<file path="src/common/dcache_pkg.sv">
package dcache_pkg;

    // cache geometry
    localparam int words_per_line = 16;
    localparam int num_ways = 2;
    localparam int num_sets = 128;
    localparam int bytes_per_word = 4;

    localparam int offset_bits = $clog2(words_per_line);
    localparam int index_bits = $clog2(num_sets);
    localparam int align_bits = $clog2(bytes_per_word);
    localparam int tag_bits = 32 - index_bits - offset_bits - align_bits;
    localparam int way_bits = $clog2(num_ways);

    // word address into the data array
    localparam int ram_addr_bits = way_bits + index_bits + offset_bits;

    // every memory burst moves one full line, one word per beat
    localparam int burst_beats = words_per_line;

    typedef logic [8*bytes_per_word-1:0] word_t;
    typedef logic [bytes_per_word-1:0] strobe_t;
    typedef logic [tag_bits-1:0] tag_t;
    typedef logic [index_bits-1:0] index_t;
    typedef logic [offset_bits-1:0] offset_t;
    typedef logic [way_bits-1:0] way_t;

    typedef struct packed {
        tag_t                  tag;
        index_t                index;
        offset_t               offset;
        logic [align_bits-1:0] align;
    } addr_t;

    // strobe of zero is a read
    typedef struct packed {
        logic    valid;
        addr_t   addr;
        strobe_t strobe;
        word_t   data;
    } dreq_t;

    typedef struct packed {
        logic  addr_ok;
        logic  data_ok;
        word_t data;
    } dresp_t;

    typedef struct packed {
        logic  valid;
        logic  is_write;
        addr_t addr;
        word_t data;
    } cbus_req_t;

    typedef struct packed {
        logic  ready;
        logic  last;
        word_t data;
    } cbus_resp_t;

    typedef struct packed {
        way_t   way;
        index_t index;
    } line_loc_t;

    typedef enum logic [1:0] {
        IDLE,
        READ_VICTIM,
        WRITEBACK,
        FETCH
    } miss_state_t;

endpackage

</file>
<file path="src/dcache/dcache_miss_ctrl.sv">
`timescale 1ns/1ps

module dcache_miss_ctrl import dcache_pkg::*; (
    input  logic        clk,
    input  logic        resetn,
    input  dreq_t       req,
    input  logic        hit,
    input  way_t        victim_way,
    input  logic        victim_dirty_valid,
    input  cbus_resp_t  cbus_resp,
    output miss_state_t state,
    output logic        fill_en,
    output way_t        fill_way,
    output logic        b_en,
    output line_loc_t   b_loc,
    output offset_t     b_offset,
    output strobe_t     b_strobe,
    output logic        capture_en,
    output offset_t     capture_offset,
    output offset_t     beat_offset
);

    line_loc_t            victim_loc_q;
    logic [offset_bits:0] read_cnt_q;
    offset_t              beat_cnt_q;
    logic                 miss;
    logic                 reading;
    logic                 beat;
    logic                 last_beat;

    assign miss = (state == IDLE) && req.valid && !hit;

    // 16 victim reads, then one more cycle for the last word to land
    assign reading = (state == READ_VICTIM)
                   && (read_cnt_q != (offset_bits + 1)'(burst_beats));

    assign beat = cbus_resp.ready;
    assign last_beat = cbus_resp.ready && cbus_resp.last;

    always_ff @(posedge clk) begin
        if (resetn) begin
            state <= IDLE;
            read_cnt_q <= '0;
            beat_cnt_q <= '0;
            capture_en <= 1'b0;
        end else begin
            capture_en <= reading;
            unique case (state)
                IDLE: begin
                    read_cnt_q <= '0;
                    beat_cnt_q <= '0;
                    if (miss) begin
                        state <= victim_dirty_valid ? READ_VICTIM : FETCH;
                    end
                end
                READ_VICTIM: begin
                    if (reading) begin
                        read_cnt_q <= read_cnt_q + 1'b1;
                    end else begin
                        state <= WRITEBACK;
                    end
                end
                WRITEBACK: begin
                    if (last_beat) begin
                        state <= FETCH;
                        beat_cnt_q <= '0;
                    end else if (beat) begin
                        beat_cnt_q <= beat_cnt_q + 1'b1;
                    end
                end
                FETCH: begin
                    if (beat) begin
                        beat_cnt_q <= beat_cnt_q + 1'b1;
                    end
                    if (last_beat) begin
                        state <= IDLE;
                    end
                end
                default: begin
                    state <= IDLE;
                end
            endcase
        end
    end

    always_ff @(posedge clk) begin
        capture_offset <= read_cnt_q[offset_bits-1:0];
        if (miss) begin
            victim_loc_q <= '{way: victim_way, index: req.addr.index};
        end
    end

    // port b reads the victim, then takes each fetched word
    assign b_en = reading || ((state == FETCH) && beat);
    assign b_loc = victim_loc_q;
    assign b_offset = (state == FETCH) ? beat_cnt_q : read_cnt_q[offset_bits-1:0];
    assign b_strobe = (state == FETCH) ? '1 : '0;

    assign fill_en = (state == FETCH) && last_beat;
    assign fill_way = victim_loc_q.way;
    assign beat_offset = beat_cnt_q;

    // fetch leaves on last, which must land on the final word of the line
    fetch_ends_on_last: assert property (
        @(posedge clk) disable iff (resetn)
        (state == FETCH) && beat |-> (last_beat == (beat_cnt_q == offset_t'(burst_beats - 1)))
    );

endmodule

</file>
<file path="config.mk">
export PLATFORM = sky130hd
export DESIGN_NAME = dcache_miss_ctrl
export DESIGN_NICKNAME = d
export VERILOG_FILES = /design/src/common/dcache_pkg.sv /design/src/dcache/dcache_miss_ctrl.sv
export SDC_FILE = /design/constraint.sdc
export NUM_CORES = 1
export LEC_CHECK = 0
export ABC_AREA = 1
export BUFFER_PORTS_ARGS = -buffer_cell sky130_fd_sc_hd__buf_2
export CAP_MARGIN = 20
export CORE_MARGIN = 2
export CORE_UTILIZATION = 34
export CTS_CLUSTER_DIAMETER = 40
export DETAILED_ROUTE_END_ITERATION = 10
export MAX_ROUTING_LAYER = met4
export PLACE_DENSITY_LB_ADDON = 0.1
export SLEW_MARGIN = 20
export SYNTH_ARGS = -nofsm -noshare
export SYNTH_HDL_FRONTEND = slang
export SYNTH_SLANG_ARGS = --single-unit
export TNS_END_PERCENT = 5
</file>
<file path="constraint.sdc">
create_clock -name clk -period 3.21 [get_ports clk]
set_input_delay 0.1605 -clock clk [delete_from_list [all_inputs] [get_ports clk]]
set_output_delay 0.1605 -clock clk [all_outputs]
set_load 0.05 [all_outputs]
</file>
* Word-level counts from Yosys, hierarchy flattened
Index checks and enable logic that the tools add are counted.
** Word-level totals
- Latch bits :: 0
- Memories kept :: 0
- Input bits :: 108
- Memory bits (writable) :: 0
- Bits in registers :: 24
- Output and inout bits :: 30
- Memory bits (read-only) :: 0
** Cells by class
- Div/mod/pow operators :: 0
- Shift operators :: 0
- Add/subtract/negate cells :: 2
- Bitwise operators :: 0
- $lt $le $gt $ge :: 0
- Multiply operators :: 0
- Multiplexer cells :: 13
- Equality and inequality tests :: 9
- Reduce and logical (&&, ||, !) cells :: 13
** Operator list (count)
- 4-bit two-way mux :: 4
- 4-bit one-hot mux with 3 select lines :: 1
- 2-bit two-way mux :: 5
- 2-bit != test (second input constant) :: 5
- 5-bit one-hot mux with 2 select lines :: 1
- 2-bit one-hot mux with 4 select lines :: 1
- 1-bit logical AND :: 6
- 5-bit by 1-bit adder with 5-bit output (second input constant) :: 1
- 5-bit two-way mux :: 1
- 5-bit != test (second input constant) :: 1
- 4-bit by 1-bit adder with 4-bit output (second input constant) :: 1
- 2-bit == test (second input constant) :: 2
- 4-bit AND reduction :: 1
- 3-bit nonzero test :: 1
- 2-bit by 1-bit == test with 1-bit output (second input constant) :: 1
- 2-bit zero test :: 1
- 2-bit AND reduction :: 1
- 2-bit nonzero test :: 1
- 1-bit zero test :: 1
- 1-bit logical OR :: 1

* Longest topological paths before layout
- Depth in word-level cells :: 5
- Mapped depth :: 10
- Depth with buffers taken out :: 10

* Worst setup path before layout
Ideal clock, no wire load.
- Kind :: reg-to-output
- From :: register state[0]
- To :: output b_en
- Stages on the path, launching flop included :: 5
- Arrival :: 2744 ps
- Setup slack :: 305 ps
- Required time :: 3049 ps
- Cell sequence :: dfxtp_1 ha_1 buf_2 inv_1 o21ai_0
** On the way
- Longest elaborated chain between the ends :: 3
** RTL lines
- start, declared :: line dcache_miss_ctrl.sv:11 : output miss_state_t state,
- start signal, assigned :: line dcache_miss_ctrl.sv:53 : state <= victim_dirty_valid ? READ_VICTIM : FETCH;
- 2-bit by 1-bit == test with 1-bit output or 2-bit == test (tied branches) :: line dcache_miss_ctrl.sv:34, dcache_miss_ctrl.sv:94
- 1-bit logical AND (on tied branches) :: line dcache_miss_ctrl.sv:35, dcache_miss_ctrl.sv:94
- 1-bit logical OR * :: line dcache_miss_ctrl.sv:94 : assign b_en = reading || ((state == FETCH) && beat);
- end, declared :: line dcache_miss_ctrl.sv:14 : output logic b_en,
Mark *: on every way between the ends. The rest lies on a longest branch, timed or not.

* Final worst setup path
Ends and elaborated chain as after synthesis.

==> impl_metrics.env <==
export IMPL_outcome="finished, final reports clean"
export IMPL_cts_root_buf="clkbuf_4"
export IMPL_vias=930
export IMPL_die_w_um=61.2
export IMPL_clock_sinks=24
export IMPL_cp_slowest_cell="dfxtp_1"
export IMPL_setup_violations=0
export IMPL_critPathMaxFanout=15
export IMPL_ios=138
export IMPL_port_buffer_count=44
export IMPL_wl_um=2200
export IMPL_crit_required_ps=3050
export IMPL_place_area_um2=1360
export IMPL_core_area_um2=3080
export IMPL_fillers=306
export IMPL_start_util_pct=36.2
export IMPL_r2r_slack_ps=1650
export IMPL_grt_pass1_wl_um=3550
export IMPL_synth_seq_cells=24
export IMPL_worstMarginPinSlew_ps=411
export IMPL_wl_met1_um=1060
export IMPL_drt_vias_per_instance=4.25
export IMPL_hold_class="input port to flip-flop"
export IMPL_cts_buffers=3
export IMPL_chipHeight_um=61.2
export IMPL_combinationalPowerShare_pct=46.4
export IMPL_synth_area_leaders="dfxtp_1 29%, edfxtp_1 22%, ha_1 9.0%"
export IMPL_power_share_clock_pct=19.4
export IMPL_drc=0
export IMPL_slowest_delay_ps=440
export IMPL_firstDrtPassIters=4
export IMPL_htreeDepth=1
export IMPL_timing_final_hold_violations=0
export IMPL_intPower_mw=0.623
export IMPL_ys_top_cells_by_count="24 x nand2_1, 16 x dfxtp_1, 15 x inv_1"
export IMPL_die_area_um2=3750
export IMPL_fin_area_um2=1490
export IMPL_dpl_worst_slack_ps=1660
export IMPL_synth_cell_type_count=23
export IMPL_dp_cells=207
export IMPL_syn_to_final_growth_pct=34.2
export IMPL_critPathCaptureType="output pin"
export IMPL_max_slew_margin_pct=72.6
export IMPL_final_nets=292
export IMPL_rows=20
export IMPL_timing_rr_start="state[0]"
export IMPL_critical_path_endpoint="b_en"
export IMPL_post_cts_buffers=0
export IMPL_synth_top_cell_area_share_pct=28.8
export IMPL_wl_met2_um=943
export IMPL_cts_tree="done"
export IMPL_fin_cells=219
export IMPL_power_leakage_nw=0.721
export IMPL_synth_flop_cell="dfxtp_1"
export IMPL_route_met3_wl_um=160
export IMPL_critPathArrivalTime_ps=1720
export IMPL_grt_pass1_vias=828
export IMPL_wl_per_cell_um=10.0
export IMPL_crit_path_start="state[0]"
export IMPL_min_period_over_period_pct=58.5
export IMPL_drtIter0Drc=33
export IMPL_clockBufferDepth=2
export IMPL_grt_max_degree=16
export IMPL_ir_drop_mv=0.359
export IMPL_yosysTopAreaCell="dfxtp_1"
export IMPL_path_class="flip-flop to output pin"
export IMPL_final_util_pct=48.5
export IMPL_synthArstFlopShare_pct=0
export IMPL_p_seq_share_pct=34.2
export IMPL_min_period_ps=1880
export IMPL_final_setup_tns_ps=0
export IMPL_syn_area_per_cell_um2=9.05
export IMPL_reg2reg_depth=5
export IMPL_clock_fmax_mhz=533
export IMPL_clk_pin_slew_ps=130
export IMPL_drive_above_1_share_pct=32.6
export IMPL_crit_path_start_kind="flip-flop"
export IMPL_grt_overflow=0
export IMPL_synth_area_um2=1110
export IMPL_synth_edf_count=8
export IMPL_post_cts_resized=0
export IMPL_ys_seq_area_share_pct=50.3
export IMPL_gp_congestion=0.804
export IMPL_maxCapViolCount=0
export IMPL_layout_setup_ws_ps=1330
export IMPL_worstSkewPairLatency_ps=320
export IMPL_antenna_left=0
export IMPL_dr_max_layer_used="met4"
export IMPL_yosysWarningCount=0
export IMPL_synth_most_common_cell="nand2_1"
export IMPL_switching_share_pct=44.8
export IMPL_antenna_found_initial=0
export IMPL_syn_inst=123
export IMPL_grt_usage_pct=13.3
export IMPL_skew_ps=2.13
export IMPL_dp_hpwl_um=1720
export IMPL_path_delay_family="flip-flops"
export IMPL_worstReg2RegEnd="fill_way"
export IMPL_syn_nets=239
export IMPL_antenna_cells=0
export IMPL_pwr_density_cell_nw_per_um2=756
export IMPL_crit_buf_inv=2
export IMPL_rsz0062_at_grt="false"
export IMPL_cp_num_cells=4
export IMPL_p_sw_mw=0.506
export IMPL_maxSlewViolCount=0
export IMPL_cp_cell_sequence="ha_1, inv_1, o21ai_0, buf_2"
==> flip-flops by register name, indices dropped and copies added (netlist names) <==
signal and count:
fill_way 1, capture_en 1, state 2, beat_offset 4
read_cnt_q 5, capture_offset 4, b_loc 7
==> cell usage in the layout (no fill, tap or decap), types with 3 or more instances in the layout <==
cell type / instances
nor2_1: 13
nand3_1: 4
dfxtp_1: 16
ha_1: 8
o21ai_0: 6
inv_1: 15
nand2_1: 24
edfxtp_1: 8
clkbuf_4: 3
a21oi_1: 5
nand4_1: 3
buf_2: 44
dlygate4sd3_1: 8
==> final cells by class <==
cell class / count / area [µm²] / share of cell area (%)
Clock buffer: 3 / 22.5 / 1.51
Multi-Input combinational cell: 79 / 462 / 30.9
Tap cell: 44 / 55.1 / 3.69
Timing Repair Buffer: 53 / 308 / 20.6
Sequential cell: 24 / 561 / 37.5
Inverter: 15 / 56.3 / 3.77
Clock inverter: 1 / 30.0 / 2.01
==> per-layer routing <==
layer | track usage (%) | vias to the layer above
li1 | - | 500
met1 | 15.9 | 392
met2 | 21.1 | 34
met3 | 2.94 | 4
met4 | 6.52 | 0
met5 | - | -
==> what timing repair did <==
item / in CTS / in global routing
endpoints found under the setup margin: 0 / 0
hold buffers: 1 / 7
hold endpoints to repair: 1 / 7
==> worst min-delay path by stage <==
stage / start / endpoint / cells after the start
after floorplan: resetn / read_cnt_q[2] / 1
after global placement: victim_way / fill_way / 1
after detailed placement: req[42] / b_loc[0] / 1
after CTS: victim_way / fill_way / 1
after global routing: resetn / read_cnt_q[2] / 2
final: resetn / read_cnt_q[2] / 2
==> power by group through the flow <==
stage / Clock [mW] / Sequential (mW) / Combinational [mW]
3_3_place_gp: 0 / 0.393 / 0.516
6_report: 0.219 / 0.387 / 0.524
2_1_floorplan: 0 / 0.513 / 0.300
5_1_grt: 0.237 / 0.393 / 0.571
4_1_cts: 0.225 / 0.387 / 0.522
3_5_place_dp: 0 / 0.394 / 0.520
==> per-stage QoR <==
stage,power [mW],hold slack [ps]
4_1_cts,1.13,1.98
5_1_grt,1.20,36.2
3_5_place_dp,0.914,339
2_1_floorplan,0.814,230
3_3_place_gp,0.909,338
6_report,1.13,39.6
==> kinds of logic (layout without fill, tap and decap cells) <==
logic type	Yosys count	count (layout)	synth area share, %
fa+ha+maj	8	8	8.99
xor+xnor	2	2	1.57
simple gates	55	55	24.4
buf+inv	20	72	8.20
compound gates	14	14	6.52
flops	24	24	50.3
(Power assumes the default switching activity.)
