$ cat config.mk
export PLATFORM = sky130hd
export DESIGN_NAME = cbus_port
export DESIGN_NICKNAME = d
export VERILOG_FILES = /design/src/common/dcache_pkg.sv /design/src/cbus_port.sv
export SDC_FILE = /design/constraint.sdc
export NUM_CORES = 1
export LEC_CHECK = 0
export ABC_AREA = 1
export BUFFER_PORTS_ARGS = -buffer_cell sky130_fd_sc_hd__buf_2
export CORE_UTILIZATION = 50
export DETAILED_ROUTE_END_ITERATION = 16
export PLACE_DENSITY_LB_ADDON = 0.12
export SETUP_SLACK_MARGIN = 0.05
export SLEW_MARGIN = 10
export SYNTH_ARGS = -nofsm -noshare
export SYNTH_HDL_FRONTEND = slang
export SYNTH_SLANG_ARGS = --single-unit
$ cat constraint.sdc
create_clock -name clk -period 5 [get_ports clk]
set_input_delay 0.75 -clock clk [delete_from_list [all_inputs] [get_ports clk]]
set_output_delay 0.75 -clock clk [all_outputs]
set_load 0.05 [all_outputs]
$ cat src/common/dcache_pkg.sv
package dcache_pkg;

    // cache geometry
    localparam int words_per_line = 16;
    localparam int num_ways = 2;
    localparam int num_sets = 128;
    localparam int bytes_per_word = 4;

    localparam int offset_bits = $clog2(words_per_line);
    localparam int index_bits = $clog2(num_sets);
    localparam int align_bits = $clog2(bytes_per_word);
    localparam int tag_bits = 32 - index_bits - offset_bits - align_bits;
    localparam int way_bits = $clog2(num_ways);

    // word address into the data array
    localparam int ram_addr_bits = way_bits + index_bits + offset_bits;

    // every memory burst moves one full line, one word per beat
    localparam int burst_beats = words_per_line;

    typedef logic [8*bytes_per_word-1:0] word_t;
    typedef logic [bytes_per_word-1:0] strobe_t;
    typedef logic [tag_bits-1:0] tag_t;
    typedef logic [index_bits-1:0] index_t;
    typedef logic [offset_bits-1:0] offset_t;
    typedef logic [way_bits-1:0] way_t;

    typedef struct packed {
        tag_t                  tag;
        index_t                index;
        offset_t               offset;
        logic [align_bits-1:0] align;
    } addr_t;

    // strobe of zero is a read
    typedef struct packed {
        logic    valid;
        addr_t   addr;
        strobe_t strobe;
        word_t   data;
    } dreq_t;

    typedef struct packed {
        logic  addr_ok;
        logic  data_ok;
        word_t data;
    } dresp_t;

    typedef struct packed {
        logic  valid;
        logic  is_write;
        addr_t addr;
        word_t data;
    } cbus_req_t;

    typedef struct packed {
        logic  ready;
        logic  last;
        word_t data;
    } cbus_resp_t;

    typedef struct packed {
        way_t   way;
        index_t index;
    } line_loc_t;

    typedef enum logic [1:0] {
        IDLE,
        READ_VICTIM,
        WRITEBACK,
        FETCH
    } miss_state_t;

endpackage

$ cat src/cbus_port.sv
`timescale 1ns/1ps

module cbus_port import dcache_pkg::*; (
    input  logic        clk,
    input  logic        resetn,
    input  miss_state_t state,
    input  dreq_t       req,
    input  tag_t        victim_tag,
    input  logic        capture_en,
    input  offset_t     capture_offset,
    input  offset_t     beat_offset,
    input  word_t       b_rdata,
    output cbus_req_t   cbus_req
);

    // victim line held for the write burst
    word_t line_buf [words_per_line];

    logic [words_per_line-1:0] filled_q;
    logic                      buf_full;
    addr_t                     burst_addr;

    always_ff @(posedge clk) begin
        if (capture_en) begin
            line_buf[capture_offset] <= b_rdata;
        end
    end

    always_ff @(posedge clk) begin
        if (resetn) begin
            filled_q <= '0;
        end else if (state == IDLE) begin
            filled_q <= '0;
        end else if (capture_en) begin
            filled_q[capture_offset] <= 1'b1;
        end
    end

    assign buf_full = &filled_q;

    // line aligned, old tag on writeback and request tag on refill
    always_comb begin
        burst_addr = '0;
        burst_addr.tag = (state == WRITEBACK) ? victim_tag : req.addr.tag;
        burst_addr.index = req.addr.index;
    end

    always_comb begin
        cbus_req.valid = (state == FETCH) || ((state == WRITEBACK) && buf_full);
        cbus_req.is_write = (state == WRITEBACK);
        cbus_req.addr = burst_addr;
        cbus_req.data = line_buf[beat_offset];
    end

    // the victim reads finish before the write burst begins
    writeback_buffer_full: assert property (
        @(posedge clk) disable iff (resetn)
        (state == WRITEBACK) |-> buf_full
    );

endmodule

Word-level counts from Yosys, hierarchy flattened
Memories as Yosys holds them, arrays and structs flattened.
Index checks and enable logic that the tools add are counted.
{ "word_totals": {"in_bits": 133, "latch_bits": 0, "register_bits": 16, "mem_count": 1, "ramBits": 512, "elab_cells": 18, "romBits": 0} }
{ "memory_table": {"columns": ["name", "depth", "width", "read_ports", "rd_ports_with_merged_regs", "write_ports", "line", "rtl"], "rows": [
  ["line_buf", 16, 32, 1, 0, 1, "cbus_port.sv:17", "word_t line_buf [words_per_line];"]
]} }
{ "op_classes": {"n_bitwise": 1, "n_div": 0, "muxes": 5, "n_shift": 0, "magnitude_cmp": 2, "eq_ne": 2, "n_addsub": 0, "mul": 0, "reduce_logical": 6} }
{ "ops": {"columns": ["cell", "count"], "rows": [
  ["19-bit two-way mux", 1],
  ["16-bit bitwise OR", 1],
  ["16-bit AND reduction", 1],
  ["4-bit by 5-bit less-than comparator with 1-bit output (second input constant)", 1],
  ["1-bit demux with 4-bit select", 1],
  ["2-bit equality test (second input constant)", 2],
  ["4-bit by 1-bit greater-or-equal comparator with 1-bit output (second input constant)", 1],
  ["1-bit two-way mux", 3],
  ["1-bit logical AND", 2],
  ["2-bit logical NOT", 1],
  ["2-bit OR reduction", 1],
  ["1-bit logical OR", 1]
]} }

Depth between registers and ports, before layout
Gate-level depths: netlist of the first run.
{ "depth": {"depth_word": 5, "mapped_depth": 10} }

Worst setup path after synthesis of the first run
Ideal clock, no wire load.
{ "synth_timing": {"path_kind": "input -> register", "startpoint": "input capture_en", "endpoint": "memory line_buf[10][0] (netlist bit), enable pin", "t_arrival_ns": 2.534, "setup_ns": 0.422, "path_stages": 4, "slack_ns": 2.044, "path_cell_list": "inv_1 > nor3_1 > inv_1 > nor2_1"} }
{ "synth_between": {"elab_chain_len": 2} }
{ "synth_lines": {"columns": ["item", "line", "rtl"], "rows": [
  ["from (decl)", "cbus_port.sv:9", "input logic capture_en,"],
  ["1-bit two-way mux", "cbus_port.sv:24", "if (capture_en) begin"],
  ["1-bit two-way mux (not written as such)", "cbus_port.sv:25", "line_buf[capture_offset] <= b_rdata;"],
  ["to (decl)", "cbus_port.sv:17", null]
]} }
No other way between the ends.

==> run_results.csv, run 1 <==
group,metric,value,unit
die,rows,78,
routing,drt.antenna.violating_nets,0,
clocking,cts.repair.resized,0,
power,p_leak,0.0112,uW
worst_setup_path,critPathRequiredTime,4.25,ns
synth,netlist_area,0.0230,mm^2
sta,finalCritPeriodShare,0.702,
synth,yosys_warnings,0,
power,p_int,7310,uW
synth,synth_area_leaders,"edfxtp_1 67%, nand2_1 12%, nand3_1 8.4%",
placed_design,numPortBuffers,135,
synth,synth_cells,2244,
placed_design,gp_congestion,0.756,
run_status,status,"complete, no violations",
hold_path,hold_class,"register to register",
cells_and_area,fin_nets,2477,
global_routing,overflow,0,
worst_setup_path,worst_path_dominant_cell_family,"buffers and inverters",
die,die_h,216,um
power,power_frac_comb,0.082,
sta,setup_violations,0,
worst_setup_path,critPathMostFrequentCell,"nand2_1",
synth,ys_seq_area_frac,0.683,
clocking,clockBufferDepth,3,
routing,viasPerCell,5.04,
cells_and_area,area_delta_synth_final,11.3,%
sta,worst_pin_slew,1.21,ns
clocking,cts_root_buf,"clkbuf_16",
routing,drc,0,
worst_setup_path,max_stage_delay,0.44,ns
power,p_per_area,372,mW/mm^2
worst_setup_path,r2r-start,"filled_q[6]$_SDFFE_PP0P_",
clocking,cts_tree,"built",
worst_setup_path,path_cells,"clkbuf_8 -> inv_8 -> buf_4 -> nand2_1 -> nand2_1 -> nand2_1 -> nand3_1 -> nand3_1 -> nand2_1 -> buf_2",
global_routing,grt_pass1_vias,14600,
sta,layout_min_cycle_time,3.51,ns
routing,wirelength,54.1,mm
cells_and_area,diodes,0,
placed_design,place_area,0.0240,mm^2
routing,drt_iter0_markers,1130,
worst_setup_path,cp-start-kind,"input port",
synth,ys_seq_elements,528,
power,seq_power_share,0.521,
die,core_region_area,0.0454,mm^2
routing,wl_per_cell,18.1,um
clocking,cts.clk_slew.worst_paths,0.06,ns
placed_design,hpwl,26.6,mm
global_routing,grt_pass1_wl,83.1,mm
sta,relSlewSlack,0.192,
die,start_util,0.507,
routing,via_count,15100,
power,p_switching,2210,uW
synth,yosysUniqueCellTypes,19,
worst_setup_path,critPathArrivalTime,2.76,ns
worst_setup_path,worstSetupStartpoint,"beat_offset[0]",
power,p_clk_frac,0.397,
die,die_area,0.0469,mm^2
power,switching_share,0.232,
sta,finalHoldViolCount,0,
clocking,cts_hold_buffers,0,
global_routing,grt_max_degree,157,
clocking,clk_latency,0.58,ns
clocking,cts.htree.levels,2,
worst_setup_path,slowest_stage,"inv_8",
worst_setup_path,cp-end-kind,"output port",
cells_and_area,fin_area,0.0256,mm^2
cells_and_area,drive_gt1_frac,0.105,
synth,avgSynthCellArea,10.2,um^2
synth,synth_top_cell_area_share,0.669,
synth,synth_top_cell_by_area,"edfxtp_1",
clocking,clock-sinks,528,
clocking,cts_buffers,54,
hold_path,hp-start,"filled_q[0]$_SDFFE_PP0P_",
die,ios,199,
sta,rsz0062_at_grt,"no",
flow_run,cap_violations,0,
clocking,cts_setup_buffers,0,
sta,drv_slew,0,
global_routing,antenna_found_initial,1,
global_routing,gr-usage-all-layers,0.235,
sta,fin_skew,0,ns
worst_setup_path,crit_buf_inv,4,
worst_setup_path,path_class,"input port to output port",
sta,fmax,285,MHz
sta,finalSetupTns,0,ns
die,fp.dieW,216,um
power,peakVddDrop,0.254,mV
routing,dr.pass1.iters,6,
worst_setup_path,cp_max_fo,69,
-- through the flow --
| stage | hold slack, ns | cells | power (uW) | util | setup WS (ns) |
|---|---|---|---|---|---|
| 2_1_floorplan | 0.430 | 2249 | 5610 | - | 2.04 |
| 3_3_place_gp | 0.443 | 2888 | 5820 | 0.528 | 1.48 |
| 3_5_place_dp | 0.447 | 2888 | 5840 | 0.528 | 1.48 |
| 4_1_cts | 0.456 | 2985 | 9590 | 0.564 | 1.47 |
| 5_1_grt | 0.477 | 2985 | 9820 | 0.564 | 1.37 |
| 6_report | 0.451 | 2985 | 9520 | 0.564 | 1.49 |
-- registers in the layout, indices dropped and copies added (netlist names) --
name and flops:
filled_q 16, line_buf 512
-- final cells by class --
| type | instances | area (um^2) |
|---|---|---|
| fill | 3833 | 19800 |
| timing repair buffer | 161 | 957 |
| multi-input combinational | 1187 | 5000 |
| tap | 600 | 751 |
| clock buffer | 80 | 1510 |
| clock inverter | 17 | 133 |
| inverter | 412 | 1560 |
| sequential | 528 | 15700 |
-- cells by family (layout without fill, tap and decap cells) --
family	Yosys count	count (layout)	synth area share
AOI/OAI and AO/OA	3	3	0.000762
and+or+nand+nor	1178	1178	0.214
other	1	6	0.000163
DFF	528	528	0.683
buffers and inverters	534	670	0.103
-- per-layer routing --
| layer | wire length, um | part of all wire | GRT usage |
|---|---|---|---|
| met5 | 14 | 0.00026 | 0 |
| met4 | 1250 | 0.023 | 0.0730 |
| met3 | 2730 | 0.050 | 0.0309 |
| met2 | 25700 | 0.48 | 0.387 |
| met1 | 24400 | 0.45 | 0.324 |
-- path summary, 6_finish.rpt --
path / end / slack [ns] / cells past startpoint
worst max-delay path: cbus_req[25] / 1.49 / 10
worst max register to register: filled_q[6]$_SDFFE_PP0P_ / 4.36 / 2
worst min register to register: filled_q[0]$_SDFFE_PP0P_ / 0.45 / 2
worst min-delay path: filled_q[0]$_SDFFE_PP0P_ / 0.45 / 2
-- cells in the final DEF (no fill, tap or decap), types with 6 or more instances in the layout --
master,Yosys,final
clkinv_1,0,8
buf_12,1,6
clkbuf_1,15,21
dfxtp_1,16,16
nor2_4,0,6
nand3_1,384,384
clkbuf_16,0,55
buf_4,22,21
nor2_1,40,34
inv_1,409,397
buf_2,44,133
nand2_1,747,747
edfxtp_1,512,512
conb_1,1,6
inv_2,2,13
-- tightest hold or removal path, cell delays in order, from the launching register on --
cell and delay (ns):
dfxtp_1 0.31, inv_1 0.05, a21oi_1 0.05
-- power groups by stage --
stage	combinational, uW	clock [uW]	sequential, uW
final	779	3780	4960
after floorplan	555	0	5050
after global placement	772	0	5050
after CTS	785	3850	4960
after detailed placement	782	0	5050
after global routing	855	4000	4970
-- cells in the mapped netlist --
master    number
a21oi_1        2
buf_1         13
buf_12         1
buf_2         44
buf_4         22
buf_6         27
clkbuf_1      15
conb_1         1
dfxtp_1       16
edfxtp_1     512
inv_1        409
inv_2          2
inv_4          1
nand2_1      747
nand3_1      384
nand4_1        3
nor2_1        40
nor3_1         4
o21bai_1       1
No activity file was read; power rests on OpenSTA's default activity.
==> run 2: changes to the inputs <==
Clock period 5 ns to 2.95 ns, I/O delays scaled along.
==> run_results.csv, run 2 (same netlist as run 1, synthesis figures left out) <==
group,metric,value,unit
routing,drt.antenna.violating_nets,0,
die,start_util,0.507,
clocking,cts_tree,"built",
power,p_leak,0.0114,uW
global_routing,grt_max_degree,97,
global_routing,grt_pass1_vias,14600,
global_routing,gr-usage-met3,0.0335,
die,die_h,216,um
sta,layout_min_cycle_time,2.50,ns
power,peakVddDrop,0.408,mV
clocking,cts.repair.resized,0,
routing,drc,0,
power,p_total,16600,uW
sta,fmax,400,MHz
worst_setup_path,cp_max_fo,52,
worst_setup_path,critPathArrivalTime,2.06,ns
clocking,cts_root_buf,"clkbuf_16",
routing,wirelength,53.9,mm
sta,relSlewSlack,0.574,
sta,rsz0062_at_grt,"no",
sta,fin_ws,0.452,ns
power,p_switching,3750,uW
sta,worst_pin_slew,0.638,ns
clocking,cts.clk_slew.worst_paths,0.06,ns
cells_and_area,final_common_cell,"nand2_1",
placed_design,gp_congestion,0.781,
routing,viasPerCell,5.05,
routing,via_count,15200,
sta,holdWs,0.212,ns
cells_and_area,final_cell_mix,"747 x nand2_1, 512 x edfxtp_1, 397 x inv_1",
cells_and_area,top_regs,"line_buf: 512 flops, filled_q: 16 flops",
clocking,cts_buffers,54,
cells_and_area,area_delta_synth_final,13.6,%
power,seq_power_share,0.507,
global_routing,gr-usage-all-layers,0.235,
worst_setup_path,critPathRequiredTime,2.51,ns
power,p_per_area,635,mW/mm^2
die,rows,78,
cells_and_area,fillers,3785,
routing,drt_iter0_markers,1262,
routing,dr.pass1.iters,5,
sta,finalSetupTns,0,ns
clocking,cts_hold_buffers,0,
worst_setup_path,cp-end-kind,"output port",
routing,wl_per_cell,17.9,um
clocking,clk_latency,0.59,ns
sta,setup_violations,0,
flow_run,cap_violations,0,
cells_and_area,largest_register_ff_count,512,
global_routing,antenna_found_initial,1,
die,die_area,0.0469,mm^2
sta,finalCritPeriodShare,0.847,
sta,finalHoldViolCount,0,
cells_and_area,seq_area,0.0157,mm^2
cells_and_area,fin_nets,2496,
worst_setup_path,cp-start-kind,"input port",
hold_path,hold_class,"input port to register",
global_routing,top_usage_layer,"met2",
global_routing,met1_usage,0.321,
cells_and_area,drive_gt1_frac,0.113,
global_routing,grt_pass1_wl,83.2,mm
clocking,clockBufferDepth,3,
global_routing,overflow,0,
power,switching_share,0.226,
power,p_int,12800,uW
run_status,status,"complete, no violations",
worst_setup_path,path_class,"input port to output port",
placed_design,pre_cts_slack,0.486,ns
cells_and_area,fin_util,0.575,
die,ios,199,
sta,fin_skew,0,ns
clocking,clock-sinks,528,
global_routing,met2_usage,0.389,
die,fp.dieW,216,um
placed_design,numPortBuffers,135,
sta,drv_slew,0,
placed_design,hpwl,27.3,mm
clocking,cts.htree.levels,2,
cells_and_area,multi_input_area,0.00500,mm^2
power,p_clk_frac,0.411,
die,core_region_area,0.0454,mm^2
clocking,cts_setup_buffers,0,
power,power_frac_comb,0.082,
cells_and_area,largest_register,"line_buf",
-- run 2: changes by cell type in the layout (fill, tap and decap cells not counted), sizes merged --
cell,before,now
bufinv,2,6
inv,413,412
diode,0,1
clkinvlp,0,1
clkbuf,81,78
clkinv,14,9
buf,160,179
-- run 2: cell type report --
class	count	share of cell area
Antenna cell	1	0.0000958
Tap cell	600	0.0287
Timing Repair Buffer	180	0.0517
Clock inverter	16	0.00867
Clock buffer	77	0.0586
Inverter	412	0.0596
Multi-Input combinational cell	1187	0.191
Sequential cell	528	0.601
-- run 2: routing by layer --
metal / wire length (um) / vias up / share of wire
li1: - / 7420 / -
met1: 23600 / 7211 / 0.44
met2: 25900 / 429 / 0.48
met3: 3040 / 92 / 0.056
met4: 1280 / 2 / 0.024
met5: 14 / - / 0.00026
-- run 2: path summary, 6_finish.rpt --
path                       startpoint  slack (ns)  cells past startpoint                          to
max                    beat_offset[0]        0.45                     10                cbus_req[16]
min                       b_rdata[22]        0.21                      1  line_buf[12][22]$_DFFE_PP_
max reg2reg  filled_q[7]$_SDFFE_PP0P_        2.35                      2    filled_q[7]$_SDFFE_PP0P_
min reg2reg  filled_q[0]$_SDFFE_PP0P_        0.46                      2    filled_q[0]$_SDFFE_PP0P_
-- run 2: critical path: stages --
cell,delay [ns]
clkbuf_8,0.18
inv_8,0.32
buf_12,0.24
nand2_1,0.07
nand2_1,0.06
nand2_1,0.05
nand3_1,0.07
nand3_1,0.09
nand2_1,0.17
buf_2,0.30
-- run 2: metrics by stage --
stage,cells,cell area (um^2)
2_1_floorplan,2249,23000
3_3_place_gp,2907,24400
3_5_place_dp,2907,24400
4_1_cts,3000,26100
5_1_grt,3000,26100
6_report,3001,26100
-- run 2: power groups by stage --
stage | sequential [uW] | combinational [uW] | clock [uW]
4_1_cts | 8410 | 1370 | 6940
3_3_place_gp | 8560 | 1350 | 0
3_5_place_dp | 8570 | 1370 | 0
6_report | 8410 | 1360 | 6810
5_1_grt | 8410 | 1490 | 7230
2_1_floorplan | 8560 | 941 | 0
==> run 3: changes to the inputs <==
Clock period 2.95 ns to 2.32 ns, I/O delays scaled along.
==> run_results.csv, run 3 (same netlist as run 1, synthesis figures left out) <==
group,metric,value,unit
global_routing,grt_max_degree,69,
sta,fmax,468,MHz
cells_and_area,largest_register_ff_count,512,
routing,drc,0,
placed_design,gp_congestion,0.749,
clocking,clock-sinks,528,
flow_run,cap_violations,0,
worst_setup_path,critPathArrivalTime,1.79,ns
worst_setup_path,r2r-end,"filled_q[7]$_SDFFE_PP0P_",
die,ios,199,
die,start_util,0.507,
die,die_h,216,um
die,die_area,0.0469,mm^2
worst_setup_path,ff2ff_setup_slack,1.73,ns
sta,finalSetupTns,0,ns
hold_path,hold_depth,1,
sta,finalHoldViolCount,0,
worst_setup_path,cp-start-kind,"input port",
clocking,cts.repair.resized,0,
global_routing,antenna_found_initial,4,
cells_and_area,final_common_cell,"nand2_1",
routing,dr.pass1.iters,6,
cells_and_area,multi_input_area,0.00500,mm^2
cells_and_area,drive_gt1_frac,0.116,
clocking,cts_setup_buffers,0,
placed_design,numPortBuffers,135,
clocking,clk_latency,0.58,ns
sta,layout_min_cycle_time,2.13,ns
die,rows,78,
worst_setup_path,cp_max_fo,50,
cells_and_area,seq_area,0.0157,mm^2
cells_and_area,fillers,3790,
sta,finalCritPeriodShare,0.920,
sta,setup_violations,0,
sta,drv_slew,0,
global_routing,grt_pass1_vias,14600,
cells_and_area,final_cell_mix,"747 x nand2_1, 512 x edfxtp_1, 397 x inv_1",
clocking,cts.clk_slew.worst_paths,0.06,ns
clocking,cts.htree.levels,2,
worst_setup_path,reg2reg_depth,2,
global_routing,overflow,0,
global_routing,grt_pass1_wl,81.9,mm
clocking,cts_tree,"built",
run_status,status,"complete, no violations",
routing,drt_iter0_markers,1033,
cells_and_area,area_delta_synth_final,13.6,%
routing,viasPerCell,5.02,
global_routing,gr-usage-all-layers,0.230,
clocking,cts_hold_buffers,0,
cells_and_area,largest_register,"line_buf",
cells_and_area,fin_nets,2505,
power,p_per_area,784,mW/mm^2
worst_setup_path,worstSetupStartpoint,"beat_offset[0]",
clocking,clockBufferDepth,3,
hold_path,hold_class,"input port to register",
worst_setup_path,path_class,"input port to output port",
routing,wirelength,52.8,mm
worst_setup_path,endpoint,"cbus_req[13]",
sta,worst_pin_slew,0.598,ns
sta,relSlewSlack,0.601,
placed_design,place_area,0.0245,mm^2
sta,rsz0062_at_grt,"no",
die,fp.dieW,216,um
die,core_region_area,0.0454,mm^2
clocking,cts_root_buf,"clkbuf_16",
placed_design,hpwl,28.4,mm
worst_setup_path,r2r-start,"filled_q[7]$_SDFFE_PP0P_",
power,peakVddDrop,0.555,mV
routing,wl_per_cell,17.5,um
routing,drt.antenna.violating_nets,0,
worst_setup_path,cp-end-kind,"output port",
cells_and_area,top_regs,"line_buf: 512 flops, filled_q: 16 flops",
routing,via_count,15100,
cells_and_area,fin_area,0.0261,mm^2
sta,fin_skew,0,ns
worst_setup_path,critPathRequiredTime,1.97,ns
clocking,cts_buffers,54,
power,p_leak,0.0114,uW
==> run 3: cell types whose count changed in the layout (fill, tap and decap cells not counted), sizes merged <==
cell,previous run,this run
buf,179,188
bufinv,6,1
clkbuf,78,74
clkinv,9,21
clkinvlp,1,0
diode,1,3
==> run 3: worst max-delay path: stages <==
cell	delay, ns
clkbuf_8	0.18
inv_8	0.17
buf_12	0.27
nand2_1	0.09
nand2_1	0.06
nand2_1	0.04
nand3_1	0.06
nand3_1	0.11
nand2_1	0.14
buf_2	0.27
==> run 3: report_power, final <==
group,internal [uW],switching (uW)
Clock,4610,3440
Sequential,10600,39.3
Combinational,469,1280
Total,15700,4760
==> run 3: final cells by class <==
class | instances | share of cell area
sequential | 528 | 0.601
multi-input combinational | 1187 | 0.191
inverter | 412 | 0.0596
clock buffer | 73 | 0.0577
timing repair buffer | 189 | 0.0568
tap | 600 | 0.0287
clock inverter | 22 | 0.00465
antenna | 3 | 0.000287
==> run 3: stage by stage <==
| step | power [uW] | worst slack (ns) | utilization | instances | hold WS [ns] |
|---|---|---|---|---|---|
| after global placement | 12600 | 0.211 | 0.540 | 2916 | 0.441 |
| final | 20500 | 0.185 | 0.576 | 3014 | 0.120 |
| after detailed placement | 12700 | 0.209 | 0.540 | 2916 | 0.443 |
| after global routing | 21200 | 0.0860 | 0.576 | 3013 | 0.106 |
| after CTS | 20700 | 0.203 | 0.575 | 3011 | 0.0900 |
| after floorplan | 12100 | -0.234 | - | 2249 | 0.430 |
==> run 3: how the worst min path moves through the flow <==
stage,start,to,slack [ns]
finish,b_rdata[18],line_buf[4][18]$_DFFE_PP_,0.12
detailed placement,filled_q[3]$_SDFFE_PP0P_,filled_q[3]$_SDFFE_PP0P_,0.44
CTS,b_rdata[5],line_buf[1][5]$_DFFE_PP_,0.09
floorplan,filled_q[3]$_SDFFE_PP0P_,filled_q[3]$_SDFFE_PP0P_,0.43
global route,b_rdata[5],line_buf[1][5]$_DFFE_PP_,0.11
global placement,filled_q[3]$_SDFFE_PP0P_,filled_q[3]$_SDFFE_PP0P_,0.44
==> run 3: layer usage <==
layer / up-vias / track usage / wire [um]
met5: - / 0 / 18
met3: 90 / 0.0368 / 2740
met1: 7212 / 0.308 / 23300
li1: 7437 / - / -
met2: 399 / 0.385 / 25500
met4: 2 / 0.0711 / 1190
